[src/hw/convPkg.sv]
package convPkg;

    localparam int sampleWidth = 16;                // Pixel and coefficient bits
    localparam int accWidth = 40;                   // Nine 32-bit products without overflow
    localparam int laneCount = 3;                   // Multiplier lanes, also taps per row
    localparam int windowTaps = 9;                  // 3x3 kernel
    localparam int fifoDepth = 16;                  // Intake FIFO entries

    localparam int tapWidth = $clog2(windowTaps);   // Tap index and coef pointer bits
    localparam int fifoAddrWidth = $clog2(fifoDepth);
    localparam int countWidth = fifoAddrWidth + 1;  // Holds 0 to fifoDepth

    // Index of the last tap, used for wraps and window end
    localparam logic [tapWidth-1:0] lastTap = tapWidth'(windowTaps - 1);

    typedef logic signed [sampleWidth-1:0] sample_t;   // Pixel or coefficient
    typedef logic signed [accWidth-1:0] acc_t;         // Row sum and window sum

endpackage

[src/hw/busPkg.sv]
package busPkg;

    localparam int addrWidth = 2;                   // Word address, four registers

    // Register map
    localparam logic [addrWidth-1:0] regSample = 2'd0;   // Write pushes a pixel
    localparam logic [addrWidth-1:0] regCoef = 2'd1;     // Write loads next coefficient
    localparam logic [addrWidth-1:0] regControl = 2'd2;  // Bit 0 starts, read gives status
    localparam logic [addrWidth-1:0] regResult = 2'd3;   // Read gives result low word

    // Status word bit positions
    localparam int statReady = 0;                   // Result valid
    localparam int statBusy = 1;                    // Window in progress
    localparam int statFull = 2;                    // Intake FIFO full
    localparam int statEmpty = 3;                   // Intake FIFO empty

endpackage

[src/hw/laneIf.sv]
interface laneIf;

    convPkg::sample_t sample;                       // FIFO read data
    logic sampleValid;                              // Sample present this cycle
    logic [convPkg::tapWidth-1:0] tap;              // Tap index of current sample
    convPkg::acc_t rowSum;                          // Sum of one kernel row
    logic rowValid;                                 // Row sum present this cycle

    modport lanes (
        input  sample,
        input  sampleValid,
        input  tap,
        output rowSum,
        output rowValid
    );

    modport acc (
        input  rowSum,
        input  rowValid
    );

endinterface

[src/hw/convBusPort.sv]
module convBusPort (
    input  logic                             Clk,
    input  logic                             i_reset,
    input  logic                             i_wbCyc,
    input  logic                             i_wbStb,
    input  logic                             i_wbWe,
    input  logic [busPkg::addrWidth-1:0]     i_wbAdr,
    input  logic [convPkg::sampleWidth-1:0]  i_wbDat,
    output logic [convPkg::sampleWidth-1:0]  o_wbDat,
    output logic                             o_wbAck,
    input  logic                             i_fifoFull,
    output logic                             o_fifoPush,
    output convPkg::sample_t                 o_pushData,
    output logic                             o_coefWrite,
    output logic [convPkg::tapWidth-1:0]     o_coefIndex,
    output convPkg::sample_t                 o_coefData,
    output logic                             o_startReq,
    input  logic                             i_busy,
    input  logic                             i_ready,
    input  logic                             i_fifoEmpty,
    input  logic [convPkg::sampleWidth-1:0]  i_result
);

    logic request;                                  // New cycle, not yet acked
    logic accept;                                   // Request taken this cycle
    logic writeAccept;
    logic [convPkg::tapWidth-1:0] loadPtr;          // Next coefficient slot
    logic [convPkg::sampleWidth-1:0] status;

    assign request = i_wbCyc && i_wbStb && !o_wbAck;
    // Sample write waits while FIFO is full
    assign accept = request && !(i_wbWe && i_wbAdr == busPkg::regSample && i_fifoFull);
    assign writeAccept = accept && i_wbWe;

    assign o_fifoPush = writeAccept && i_wbAdr == busPkg::regSample;
    assign o_pushData = i_wbDat;
    assign o_coefWrite = writeAccept && i_wbAdr == busPkg::regCoef;
    assign o_coefIndex = loadPtr;
    assign o_coefData = i_wbDat;
    assign o_startReq = writeAccept && i_wbAdr == busPkg::regControl && i_wbDat[0]
        && !i_busy;                                 // Start ignored mid-window

    always_comb begin
        status = '0;
        status[busPkg::statReady] = i_ready;
        status[busPkg::statBusy] = i_busy;
        status[busPkg::statFull] = i_fifoFull;
        status[busPkg::statEmpty] = i_fifoEmpty;
    end

    always_ff @(posedge Clk) begin
        if (i_reset) begin
            o_wbAck <= 1'b0;
            loadPtr <= '0;
        end else begin
            o_wbAck <= accept;                      // One cycle after request seen
            if (o_startReq) begin
                loadPtr <= '0;                      // Next kernel load starts at tap 0
            end else if (o_coefWrite) begin
                loadPtr <= (loadPtr == convPkg::lastTap) ? '0 : loadPtr + 1'b1;
            end
        end
    end

    always_ff @(posedge Clk) begin
        if (accept && !i_wbWe) begin
            case (i_wbAdr)
                busPkg::regControl: o_wbDat <= status;
                busPkg::regResult:  o_wbDat <= i_result;
                default:            o_wbDat <= '0;   // Write-only registers
            endcase
        end
    end

    // Classic cycle ends on ack, so ack is a single-cycle pulse
    assert property (@(posedge Clk) disable iff (i_reset) o_wbAck |=> !o_wbAck);

endmodule

[src/hw/sampleFifo.sv]
module sampleFifo (
    input  logic                             Clk,
    input  logic                             i_reset,
    input  logic                             i_push,
    input  convPkg::sample_t                 i_pushData,
    input  logic                             i_pop,
    output convPkg::sample_t                 o_popData,
    output logic                             o_full,
    output logic                             o_empty,
    output logic [convPkg::countWidth-1:0]   o_count
);

    convPkg::sample_t mem [convPkg::fifoDepth];     // Circular buffer
    logic [convPkg::fifoAddrWidth-1:0] wrPtr;       // Wraps naturally at depth
    logic [convPkg::fifoAddrWidth-1:0] rdPtr;
    logic [convPkg::countWidth-1:0] count;

    assign o_full = count == convPkg::fifoDepth;
    assign o_empty = count == 0;
    assign o_count = count;

    always_ff @(posedge Clk) begin
        if (i_push) begin
            mem[wrPtr] <= i_pushData;
        end
        if (i_pop) begin
            o_popData <= mem[rdPtr];                // Valid the cycle after pop
        end
    end

    always_ff @(posedge Clk) begin
        if (i_reset) begin
            wrPtr <= '0;
            rdPtr <= '0;
            count <= '0;
        end else begin
            if (i_push) begin
                wrPtr <= wrPtr + 1'b1;
            end
            if (i_pop) begin
                rdPtr <= rdPtr + 1'b1;
            end
            case ({i_push, i_pop})
                2'b10:   count <= count + 1'b1;
                2'b01:   count <= count - 1'b1;
                default: count <= count;            // Both or neither
            endcase
        end
    end

    // Bus port must stall on full, controller must wait for data
    assert property (@(posedge Clk) disable iff (i_reset) i_push |-> !o_full);
    assert property (@(posedge Clk) disable iff (i_reset) i_pop |-> !o_empty);

endmodule

[src/hw/tapCounter.sv]
module tapCounter (
    input  logic                             Clk,
    input  logic                             i_reset,
    input  logic                             i_clear,
    input  logic                             i_step,
    output logic [convPkg::tapWidth-1:0]     o_tap,
    output logic                             o_rowEnd,
    output logic                             o_windowEnd
);

    // Last column of a row, taps 2, 5 and 8
    assign o_rowEnd = (o_tap % convPkg::laneCount) == convPkg::laneCount - 1;
    assign o_windowEnd = o_tap == convPkg::lastTap;

    always_ff @(posedge Clk) begin
        if (i_reset) begin
            o_tap <= '0;
        end else if (i_clear) begin
            o_tap <= '0;                            // New window from tap 0
        end else if (i_step) begin
            o_tap <= o_windowEnd ? '0 : o_tap + 1'b1;   // Wrap after tap 8
        end
    end

endmodule

[src/hw/convControl.sv]
module convControl (
    input  logic                             Clk,
    input  logic                             i_reset,
    input  logic                             i_startReq,
    input  logic [convPkg::countWidth-1:0]   i_fifoCount,
    input  logic                             i_windowEnd,
    input  logic                             i_accDone,
    output logic                             o_pop,
    output logic                             o_sampleValid,
    output logic                             o_clearTaps,
    output logic                             o_busy,
    output logic                             o_ready
);

    enum logic [2:0] {idle, waitData, fetch, drain, ready} state;

    logic [convPkg::tapWidth-1:0] popCount;         // Pops issued this window
    logic startAccept;

    assign startAccept = i_startReq && (state == idle || state == ready);
    assign o_clearTaps = startAccept;               // Also clears the accumulator
    assign o_pop = state == fetch && popCount <= convPkg::lastTap;   // Nine pops
    assign o_busy = state == waitData || state == fetch || state == drain;
    assign o_ready = state == ready;

    always_ff @(posedge Clk) begin
        if (i_reset) begin
            state <= idle;
            popCount <= '0;
            o_sampleValid <= 1'b0;
        end else begin
            o_sampleValid <= o_pop;                 // Matches FIFO read latency
            if (startAccept) begin
                popCount <= '0;
            end else if (o_pop) begin
                popCount <= popCount + 1'b1;
            end
            case (state)
                idle, ready: begin
                    if (startAccept) begin
                        state <= waitData;
                    end
                end
                waitData: begin
                    if (i_fifoCount >= convPkg::windowTaps) begin
                        state <= fetch;             // Whole window buffered
                    end
                end
                fetch: begin
                    if (i_windowEnd && o_sampleValid) begin
                        state <= drain;             // Tap 8 in the lanes
                    end
                end
                drain: begin
                    if (i_accDone) begin
                        state <= ready;
                    end
                end
                default: state <= idle;
            endcase
        end
    end

    // Pops come only from fetch, and the FIFO holds data for each
    assert property (@(posedge Clk) disable iff (i_reset)
        o_pop |-> state == fetch && i_fifoCount != '0);

endmodule

[src/hw/macLanes.sv]
module macLanes (
    input  logic                             Clk,
    input  logic                             i_reset,
    input  logic                             i_coefWrite,
    input  logic [convPkg::tapWidth-1:0]     i_coefIndex,
    input  convPkg::sample_t                 i_coefData,
    laneIf.lanes                             lanes
);

    convPkg::sample_t coef [convPkg::windowTaps];          // Kernel bank
    convPkg::sample_t laneReg [convPkg::laneCount-1];      // Earlier samples of the row
    convPkg::sample_t operand [convPkg::laneCount];        // Lane inputs at row end
    logic signed [2*convPkg::sampleWidth-1:0] product [convPkg::laneCount];
    logic productValid;
    logic rowEnd;
    convPkg::acc_t rowTotal;

    assign rowEnd = (lanes.tap % convPkg::laneCount) == convPkg::laneCount - 1;

    always_comb begin
        for (int i = 0; i < convPkg::laneCount - 1; i++) begin
            operand[i] = laneReg[i];
        end
        operand[convPkg::laneCount-1] = lanes.sample;   // Third sample straight in
        rowTotal = '0;
        for (int i = 0; i < convPkg::laneCount; i++) begin
            rowTotal = rowTotal + product[i];       // Sign extends to 40 bits
        end
    end

    always_ff @(posedge Clk) begin
        if (i_coefWrite) begin
            coef[i_coefIndex] <= i_coefData;
        end
        if (lanes.sampleValid) begin
            for (int i = 0; i < convPkg::laneCount - 2; i++) begin
                laneReg[i] <= laneReg[i+1];         // Shift toward lane 0
            end
            laneReg[convPkg::laneCount-2] <= lanes.sample;
        end
        if (lanes.sampleValid && rowEnd) begin
            for (int i = 0; i < convPkg::laneCount; i++) begin
                // Row base is tap minus 2
                product[i] <= operand[i] * coef[lanes.tap + i - (convPkg::laneCount - 1)];
            end
        end
        if (productValid) begin
            lanes.rowSum <= rowTotal;
        end
    end

    always_ff @(posedge Clk) begin
        if (i_reset) begin
            productValid <= 1'b0;
            lanes.rowValid <= 1'b0;
        end else begin
            productValid <= lanes.sampleValid && rowEnd;   // Multiply stage
            lanes.rowValid <= productValid;                // Add stage
        end
    end

endmodule

[src/hw/rowAccumulator.sv]
module rowAccumulator (
    input  logic                             Clk,
    input  logic                             i_reset,
    input  logic                             i_clear,
    laneIf.acc                               acc,
    output convPkg::acc_t                    o_result,
    output logic                             o_done
);

    logic [$clog2(convPkg::laneCount)-1:0] rowCount;   // Rows summed so far
    logic lastRow;

    assign lastRow = rowCount == convPkg::laneCount - 1;

    always_ff @(posedge Clk) begin
        if (i_reset) begin
            rowCount <= '0;
            o_done <= 1'b0;
            o_result <= '0;
        end else begin
            o_done <= acc.rowValid && lastRow;      // Pulse after third row
            if (i_clear) begin
                rowCount <= '0;
                o_result <= '0;                     // Start of a new window
            end else if (acc.rowValid) begin
                o_result <= o_result + acc.rowSum;
                rowCount <= lastRow ? '0 : rowCount + 1'b1;
            end
        end
    end

endmodule

[src/hw/convTop.sv]
module convTop (
    input  logic                             Clk,
    input  logic                             i_reset,
    input  logic                             i_wbCyc,
    input  logic                             i_wbStb,
    input  logic                             i_wbWe,
    input  logic [busPkg::addrWidth-1:0]     i_wbAdr,
    input  logic [convPkg::sampleWidth-1:0]  i_wbDat,
    output logic [convPkg::sampleWidth-1:0]  o_wbDat,
    output logic                             o_wbAck,
    output logic                             o_ready,
    output logic [convPkg::sampleWidth-1:0]  o_finalSum,
    output logic                             o_full,
    output logic                             o_empty
);

    laneIf laneBus ();                              // Lanes to accumulator

    logic fifoPush;
    convPkg::sample_t pushData;
    logic coefWrite;
    logic [convPkg::tapWidth-1:0] coefIndex;
    convPkg::sample_t coefData;
    logic startReq;
    logic busy;
    logic pop;
    logic clearTaps;
    logic windowEnd;
    logic accDone;
    logic [convPkg::countWidth-1:0] fifoCount;
    convPkg::acc_t result;

    // Result only shown while ready
    assign o_finalSum = o_ready ? result[convPkg::sampleWidth-1:0] : '0;

    convBusPort busPort (
        .Clk(Clk), .i_reset(i_reset),
        .i_wbCyc(i_wbCyc), .i_wbStb(i_wbStb), .i_wbWe(i_wbWe),
        .i_wbAdr(i_wbAdr), .i_wbDat(i_wbDat), .o_wbDat(o_wbDat), .o_wbAck(o_wbAck),
        .i_fifoFull(o_full), .o_fifoPush(fifoPush), .o_pushData(pushData),
        .o_coefWrite(coefWrite), .o_coefIndex(coefIndex), .o_coefData(coefData),
        .o_startReq(startReq), .i_busy(busy), .i_ready(o_ready),
        .i_fifoEmpty(o_empty), .i_result(o_finalSum)
    );

    sampleFifo intakeFifo (
        .Clk(Clk), .i_reset(i_reset),
        .i_push(fifoPush), .i_pushData(pushData),
        .i_pop(pop), .o_popData(laneBus.sample),    // Pixel feed to lanes
        .o_full(o_full), .o_empty(o_empty), .o_count(fifoCount)
    );

    convControl control (
        .Clk(Clk), .i_reset(i_reset),
        .i_startReq(startReq), .i_fifoCount(fifoCount),
        .i_windowEnd(windowEnd), .i_accDone(accDone),
        .o_pop(pop), .o_sampleValid(laneBus.sampleValid),
        .o_clearTaps(clearTaps), .o_busy(busy), .o_ready(o_ready)
    );

    // Lanes find row ends from the tap index themselves
    tapCounter taps (
        .Clk(Clk), .i_reset(i_reset),
        .i_clear(clearTaps), .i_step(laneBus.sampleValid),
        .o_tap(laneBus.tap), .o_rowEnd(), .o_windowEnd(windowEnd)
    );

    macLanes mac (
        .Clk(Clk), .i_reset(i_reset),
        .i_coefWrite(coefWrite), .i_coefIndex(coefIndex), .i_coefData(coefData),
        .lanes(laneBus)
    );

    rowAccumulator accum (
        .Clk(Clk), .i_reset(i_reset), .i_clear(clearTaps),
        .acc(laneBus), .o_result(result), .o_done(accDone)
    );

endmodule

[config.mk]
export PLATFORM = sky130hd
export DESIGN_NAME = convTop
export DESIGN_NICKNAME = d
export VERILOG_FILES = /design/src/hw/convPkg.sv /design/src/hw/busPkg.sv /design/src/hw/laneIf.sv /design/src/hw/convBusPort.sv /design/src/hw/sampleFifo.sv /design/src/hw/tapCounter.sv /design/src/hw/convControl.sv /design/src/hw/macLanes.sv /design/src/hw/rowAccumulator.sv /design/src/hw/convTop.sv
export SDC_FILE = /design/constraint.sdc
export NUM_CORES = 2
export LEC_CHECK = 0
export BUFFER_PORTS_ARGS = -buffer_cell sky130_fd_sc_hd__buf_2
export CAP_MARGIN = 20
export CORE_ASPECT_RATIO = 0.75
export CORE_MARGIN = 2
export CORE_UTILIZATION = 25
export CTS_CLUSTER_SIZE = 24
export DETAILED_ROUTE_END_ITERATION = 10
export PLACE_DENSITY = 0.39
export SLEW_MARGIN = 25
export SYNTH_ARGS = -nofsm -noshare
export SYNTH_HDL_FRONTEND = slang
export SYNTH_SLANG_ARGS = --single-unit
[constraint.sdc]
create_clock -name Clk -period 11.1 [get_ports Clk]
set_clock_uncertainty 0.2 [all_clocks]
set_input_delay 1.665 -clock Clk [delete_from_list [all_inputs] [get_ports Clk]]
set_output_delay 1.665 -clock Clk [all_outputs]
set_load 0.02 [all_outputs]
# Word-level counts from Yosys, hierarchy flattened
# Memories as Yosys holds them, arrays and structs flattened. A register that Yosys moved wholly into a read port is not among the register bits.
# Cells that the tools add are included.
# word_totals
reg_bits	131
ram_bits	528
in_bits	23
out_inout_bits	36
n_memories	4
# mem_list
memory	words	width	rd	rd_clocked_by_memory_dff	wr	line_no	source
intakeFifo.mem	16	16	1	1	1	sampleFifo.sv:13	convPkg::sample_t mem [convPkg::fifoDepth];
mac.coef	9	16	3	0	1	macLanes.sv:10	convPkg::sample_t coef [convPkg::windowTaps];
mac.product	3	32	3	0	3	macLanes.sv:13	logic signed [2*convPkg::sampleWidth-1:0] product [convPkg::laneCount];
mac.laneReg	2	16	2	0	2	macLanes.sv:11	convPkg::sample_t laneReg [convPkg::laneCount-1];
# classes
addsub	16
n_mul	3
div	1
order_cmp	2
n_eq_ne	18
muxes	19
reduce_logical	32
# op_table
operator	n
$mul 16x16->32	3
$add 40x40->40	1
$add 33x32->34	1
$add 32x32->33	1
$eq 32x2->1 const B	1
$mod 4x2->32 const B	1
$pmux 16 s2	1
$add 4x1->4 const B	6
$logic_and 1x1->1	17
$mux 16	1
$mux 3	4
$pmux 3 s4	1
$sub 4x2->4 const B	3
$pmux 5 s2	1
$eq 2x2->1 const B	4
$eq 4x4->1 const B	2
$mux 1	8
$mux 4	2
$eq 3x2->1 const B	2
$reduce_or 2->1	3
$add 5x1->5 const B	1
$eq 5x5->1 const B	1
$ge 5x4->1 const B	1
$logic_not 5->1	1
16 further kinds	24

# Longest topological paths before layout
# depth
word_depth	12
ltp_mapped	36
ltp_nobuf	27

# Cells and area by module
# Synthesis repeated with hierarchy kept, for this count alone.
# unflattened
cells_unflattened	5528
area_unflattened_um2	62139.6
# modules_own_cells
module	instances	cells_per_inst	area_per_inst_um2
macLanes	1	4262	45068.2
sampleFifo	1	521	10953.0
rowAccumulator	1	496	3752.3
convBusPort	1	117	1218.7
tapCounter	1	65	564.3
convControl	1	50	456.7
convTop	1	17	126.4

# Worst setup path after synthesis
# OpenSTA, ideal clock, no wires.
# synth_path
path_kind	reg-to-reg
from	reg taps.o_tap[1] in the netlist's numbering
to	mem mac.product[0][47] in the netlist's numbering, data pin
arrival_time_ns	7.838
required_time_ns	10.632
setup_slack_ns	2.795
stages_incl_launch_ff	32
path_buffers	8
path_cell_list	dfxtp_1 -> buf_2 -> buf_4 -> buf_2 -> buf_4 -> buf_2 -> inv_1 -> ha_1 -> buf_2 -> buf_2 -> buf_2 -> mux4_2 -> mux2i_1 -> a21oi_1 -> and2_1 -> fa_1 -> inv_1 -> fa_1 -> inv_1 -> fa_1 -> fa_1 -> inv_1 -> fa_1 -> fa_1 -> xnor2_1 -> xnor2_1 -> xnor2_1 -> xnor2_1 -> xnor2_1 -> xnor2_1 -> xnor2_1 -> xnor3_1
# synth_rtl
item	line_no	source
from (decl)	tapCounter.sv:6	output logic [convPkg::tapWidth-1:0] o_tap,
from (signal assigned)	tapCounter.sv:21	o_tap <= o_windowEnd ? '0 : o_tap + 1'b1;
to (decl)	macLanes.sv:13	

==> out/metrics.csv <==
metric,value,unit
status,finished clean,
clk_lat worst skew,0.67,ns
R2R cell count,24,
grt ovf,0,
CTS tree,yes,
detailed placer's ending HPWL,77200,um
Post-synth ARST share,0,%
Initial DRT Pass Iterations,5,
Synth Cell Area,0.0382,mm^2
die area,0.156,mm^2
slew margin rel.,30.6,%
Final Cycle Share,79.3,%
worst reg2reg startpoint,taps.o_tap[1],
crit path time final,8.80,ns
P per Cell Area,111,mW/mm^2
Crit path largest cell delay,0.90,ns
CP max FO,37,
Max Fclk,0.114,GHz
layout net count,3530,
Final Max Tran Viols,0,
R2R Setup Slk,2.30,ns
yosys warns,0,
element type at the critical path start,flop,
Hold Crit Class,flop to flop,
Mapped Avg Cell Area,13.0,um^2
Die Height,343,um
"most used cell, CP",xnor2_1,
routability congestion estimate,0.755,
Die X,455,um
slowest CP cell,ha_1,
P&R area growth vs syn,13.1,%
clock slew at reported path FFs,0.07,ns
vias per std cell,4.43,
Initial Util,25.1,%
PostCTS Resize Cnt,0,
total CTS buffers,67,
Synth area leader,edfxtp_1,
sequential element share of the synthesized area,44.2,%
number of cell rows,124,
CP endpoint kind,flop,
post-synth top area share,41.5,%
clk buf depth,3,
post-CTS setup buffer count,0,
vias in the first global route,23400,
Post-synth EDFFs,528,
setup TNS,0,ns
maximum vdd drop,0.102,mV
CTS Hold Buffers Added,0,
CP required,11.31,ns
Post-Syn Instances,2943,
FF-to-FF End,mac.product[0][47],
WP buf/inv,5,
final wirelength,106000,um
number of max-cap violations,0,
largest net degree at the start of global routing,49,
Mapped Nets,3459,
RSZ-0062 raised after global routing,false,
TritonCTS Sinks,579,
post-synthesis sequential element count,579,
vias,22500,
final hold vios,0,
utilization after layout,28.4,%
Top delay family on crit path,adder cells,
dpl ws,2.11,ns
CP arrival,9.02,ns
"antenna viol nets, final",0,
Hold EP,control.popCount[3],
commonest cells in the netlist,"edfxtp_1, inv_1, fa_1, ha_1, nand2_1",
core area,0.152,mm^2
Port Buf Inserts,58,
# H-tree levels,3,
most frequent cell after synthesis,edfxtp_1,
Worst-Margin Slew,1.04,ns
root buffer cell,clkbuf_16,
setup slack after layout,2.30,ns
gr usage total,13.9,%
first-pass GRT wire length,161000,um
dominant synthesized flop cell,edfxtp_1,
initial antenna violation count,5,
IO Count,59,
share of cells above drive strength 1,14.9,%
Pleak,16.5,nW
"Cell Chain, Critical Path",inv_1 -> ha_1 -> buf_4 -> mux4_2 -> mux2i_1 -> a21oi_2 -> and2_1 -> fa_1 -> inv_1 -> fa_1 -> inv_1 -> fa_1 -> fa_1 -> inv_1 -> fa_1 -> fa_1 -> xnor2_1 -> xnor2_1 -> xnor2_1 -> xnor2_1 -> xnor2_1 -> xnor2_1 -> xnor2_1 -> xnor3_1,
wire length per cell,20.9,um
Worst Hold Depth,2,
final-report setup violation count,0,
residual DRC count,0,
Cell variety after synth,73,
Setup Crit Path Kind,flop to flop,
"top cells by area, synth","edfxtp_1, fa_1, mux4_2",
min-delay src,control.popCount[3],
drt first-iter violations,1822,
==> how the worst max path moves through the flow <==
stage | start | endpoint | slack [ns] | cells past startpoint
floorplan | taps.o_tap[1] | mac.product[0][47] | 2.79 | 31
global placement | taps.o_tap[1] | mac.product[0][47] | 2.22 | 24
detailed placement | taps.o_tap[1] | mac.product[0][47] | 2.11 | 24
CTS | taps.o_tap[1] | mac.product[0][47] | 2.08 | 24
global route | taps.o_tap[1] | mac.product[0][47] | 1.63 | 24
finish | taps.o_tap[1] | mac.product[0][47] | 2.30 | 24
==> logic make-up after synthesis <==
group / Yosys count / share of synthesized area [%]
XOR/XNOR: 161 / 3.81
AND/OR/NAND/NOR: 700 / 9.17
AO/OA/AOI/OAI: 236 / 3.79
flip-flops: 579 / 44.2
multiplexers: 238 / 12.2
buffers and inverters: 536 / 5.71
adder cells (fa/ha/maj): 493 / 21.2
==> through the flow <==
step	hold WS (ns)	instances	area [um^2]	power, W
final	0.280	5085	43200	0.00478
after global routing	0.309	5084	43200	0.00496
after CTS	0.285	5082	43200	0.00486
after detailed placement	0.247	4960	41000	0.00259
after global placement	0.244	4960	41000	0.00259
after floorplan	0.218	2943	38200	0.00252
==> where the power goes <==
group | total [W] | internal (W) | switching (W) | leakage (nW)
combinational | 0.000161 | 0.0000579 | 0.000104 | 10.3
clock | 0.00224 | 0.00125 | 0.000986 | 1.07
sequential | 0.00238 | 0.00238 | 0.00000152 | 5.17
==> flip-flops by register name, indices dropped and copies added, names as in the netlist, 3 cells and up <==
name,count
mac.lanes.rowSum,16
intakeFifo.o_popData,16
intakeFifo.mem,256
accum.o_result,16
taps.o_tap,4
mac.laneReg,32
intakeFifo.o_count,5
busPort.o_wbDat,16
mac.product,48
control.popCount,4
intakeFifo.wrPtr,4
busPort.o_coefIndex,4
intakeFifo.rdPtr,4
mac.coef,144
control.state,3
==> routing by layer <==
| metal | GRT usage, % | part of all wire, % | wire [um] | up-vias |
|---|---|---|---|---|
| met5 | 0 | 0 | 0 | - |
| met4 | 2.97 | 1.7 | 1850 | 0 |
| met3 | 2.24 | 4.5 | 4770 | 99 |
| met2 | 19.4 | 40 | 42700 | 445 |
| met1 | 22.3 | 54 | 57100 | 11700 |
| li1 | - | - | - | 10300 |
==> area by class of cell <==
cell class | instances | area (um^2)
Timing Repair Buffer | 121 | 771
Inverter | 417 | 1570
Multi-Input combinational cell | 1828 | 19300
Sequential cell | 579 | 16900
Antenna cell | 2 | 5.00
Clock buffer | 81 | 1770
Fill cell | 15600 | 109000
Tap cell | 2016 | 2520
Clock inverter | 41 | 414
==> tightest hold or removal path: cells and delay by family (launching register included) <==
kind	cells	cell delay [ns]
AOI/OAI and AO/OA	1	0.05
DFF	1	0.33
and+or+nand+nor	1	0.07
==> cells in the final DEF, fill, tap and decap left out, types with 17 or more instances in the layout <==
master / count
edfxtp_1: 528
inv_1: 416
fa_1: 255
ha_1: 238
nand2_1: 235
mux4_2: 171
nor2b_1: 146
xnor2_1: 129
nor2_1: 99
and2_1: 96
a21oi_1: 91
clkbuf_16: 67
buf_4: 62
buf_2: 58
mux2i_1: 53
dfxtp_1: 45
o21ai_0: 44
nand2b_1: 39
xor2_1: 28
a21o_1: 17
and3_1: 17
Note: power is estimated with default switching activity, not from simulation.
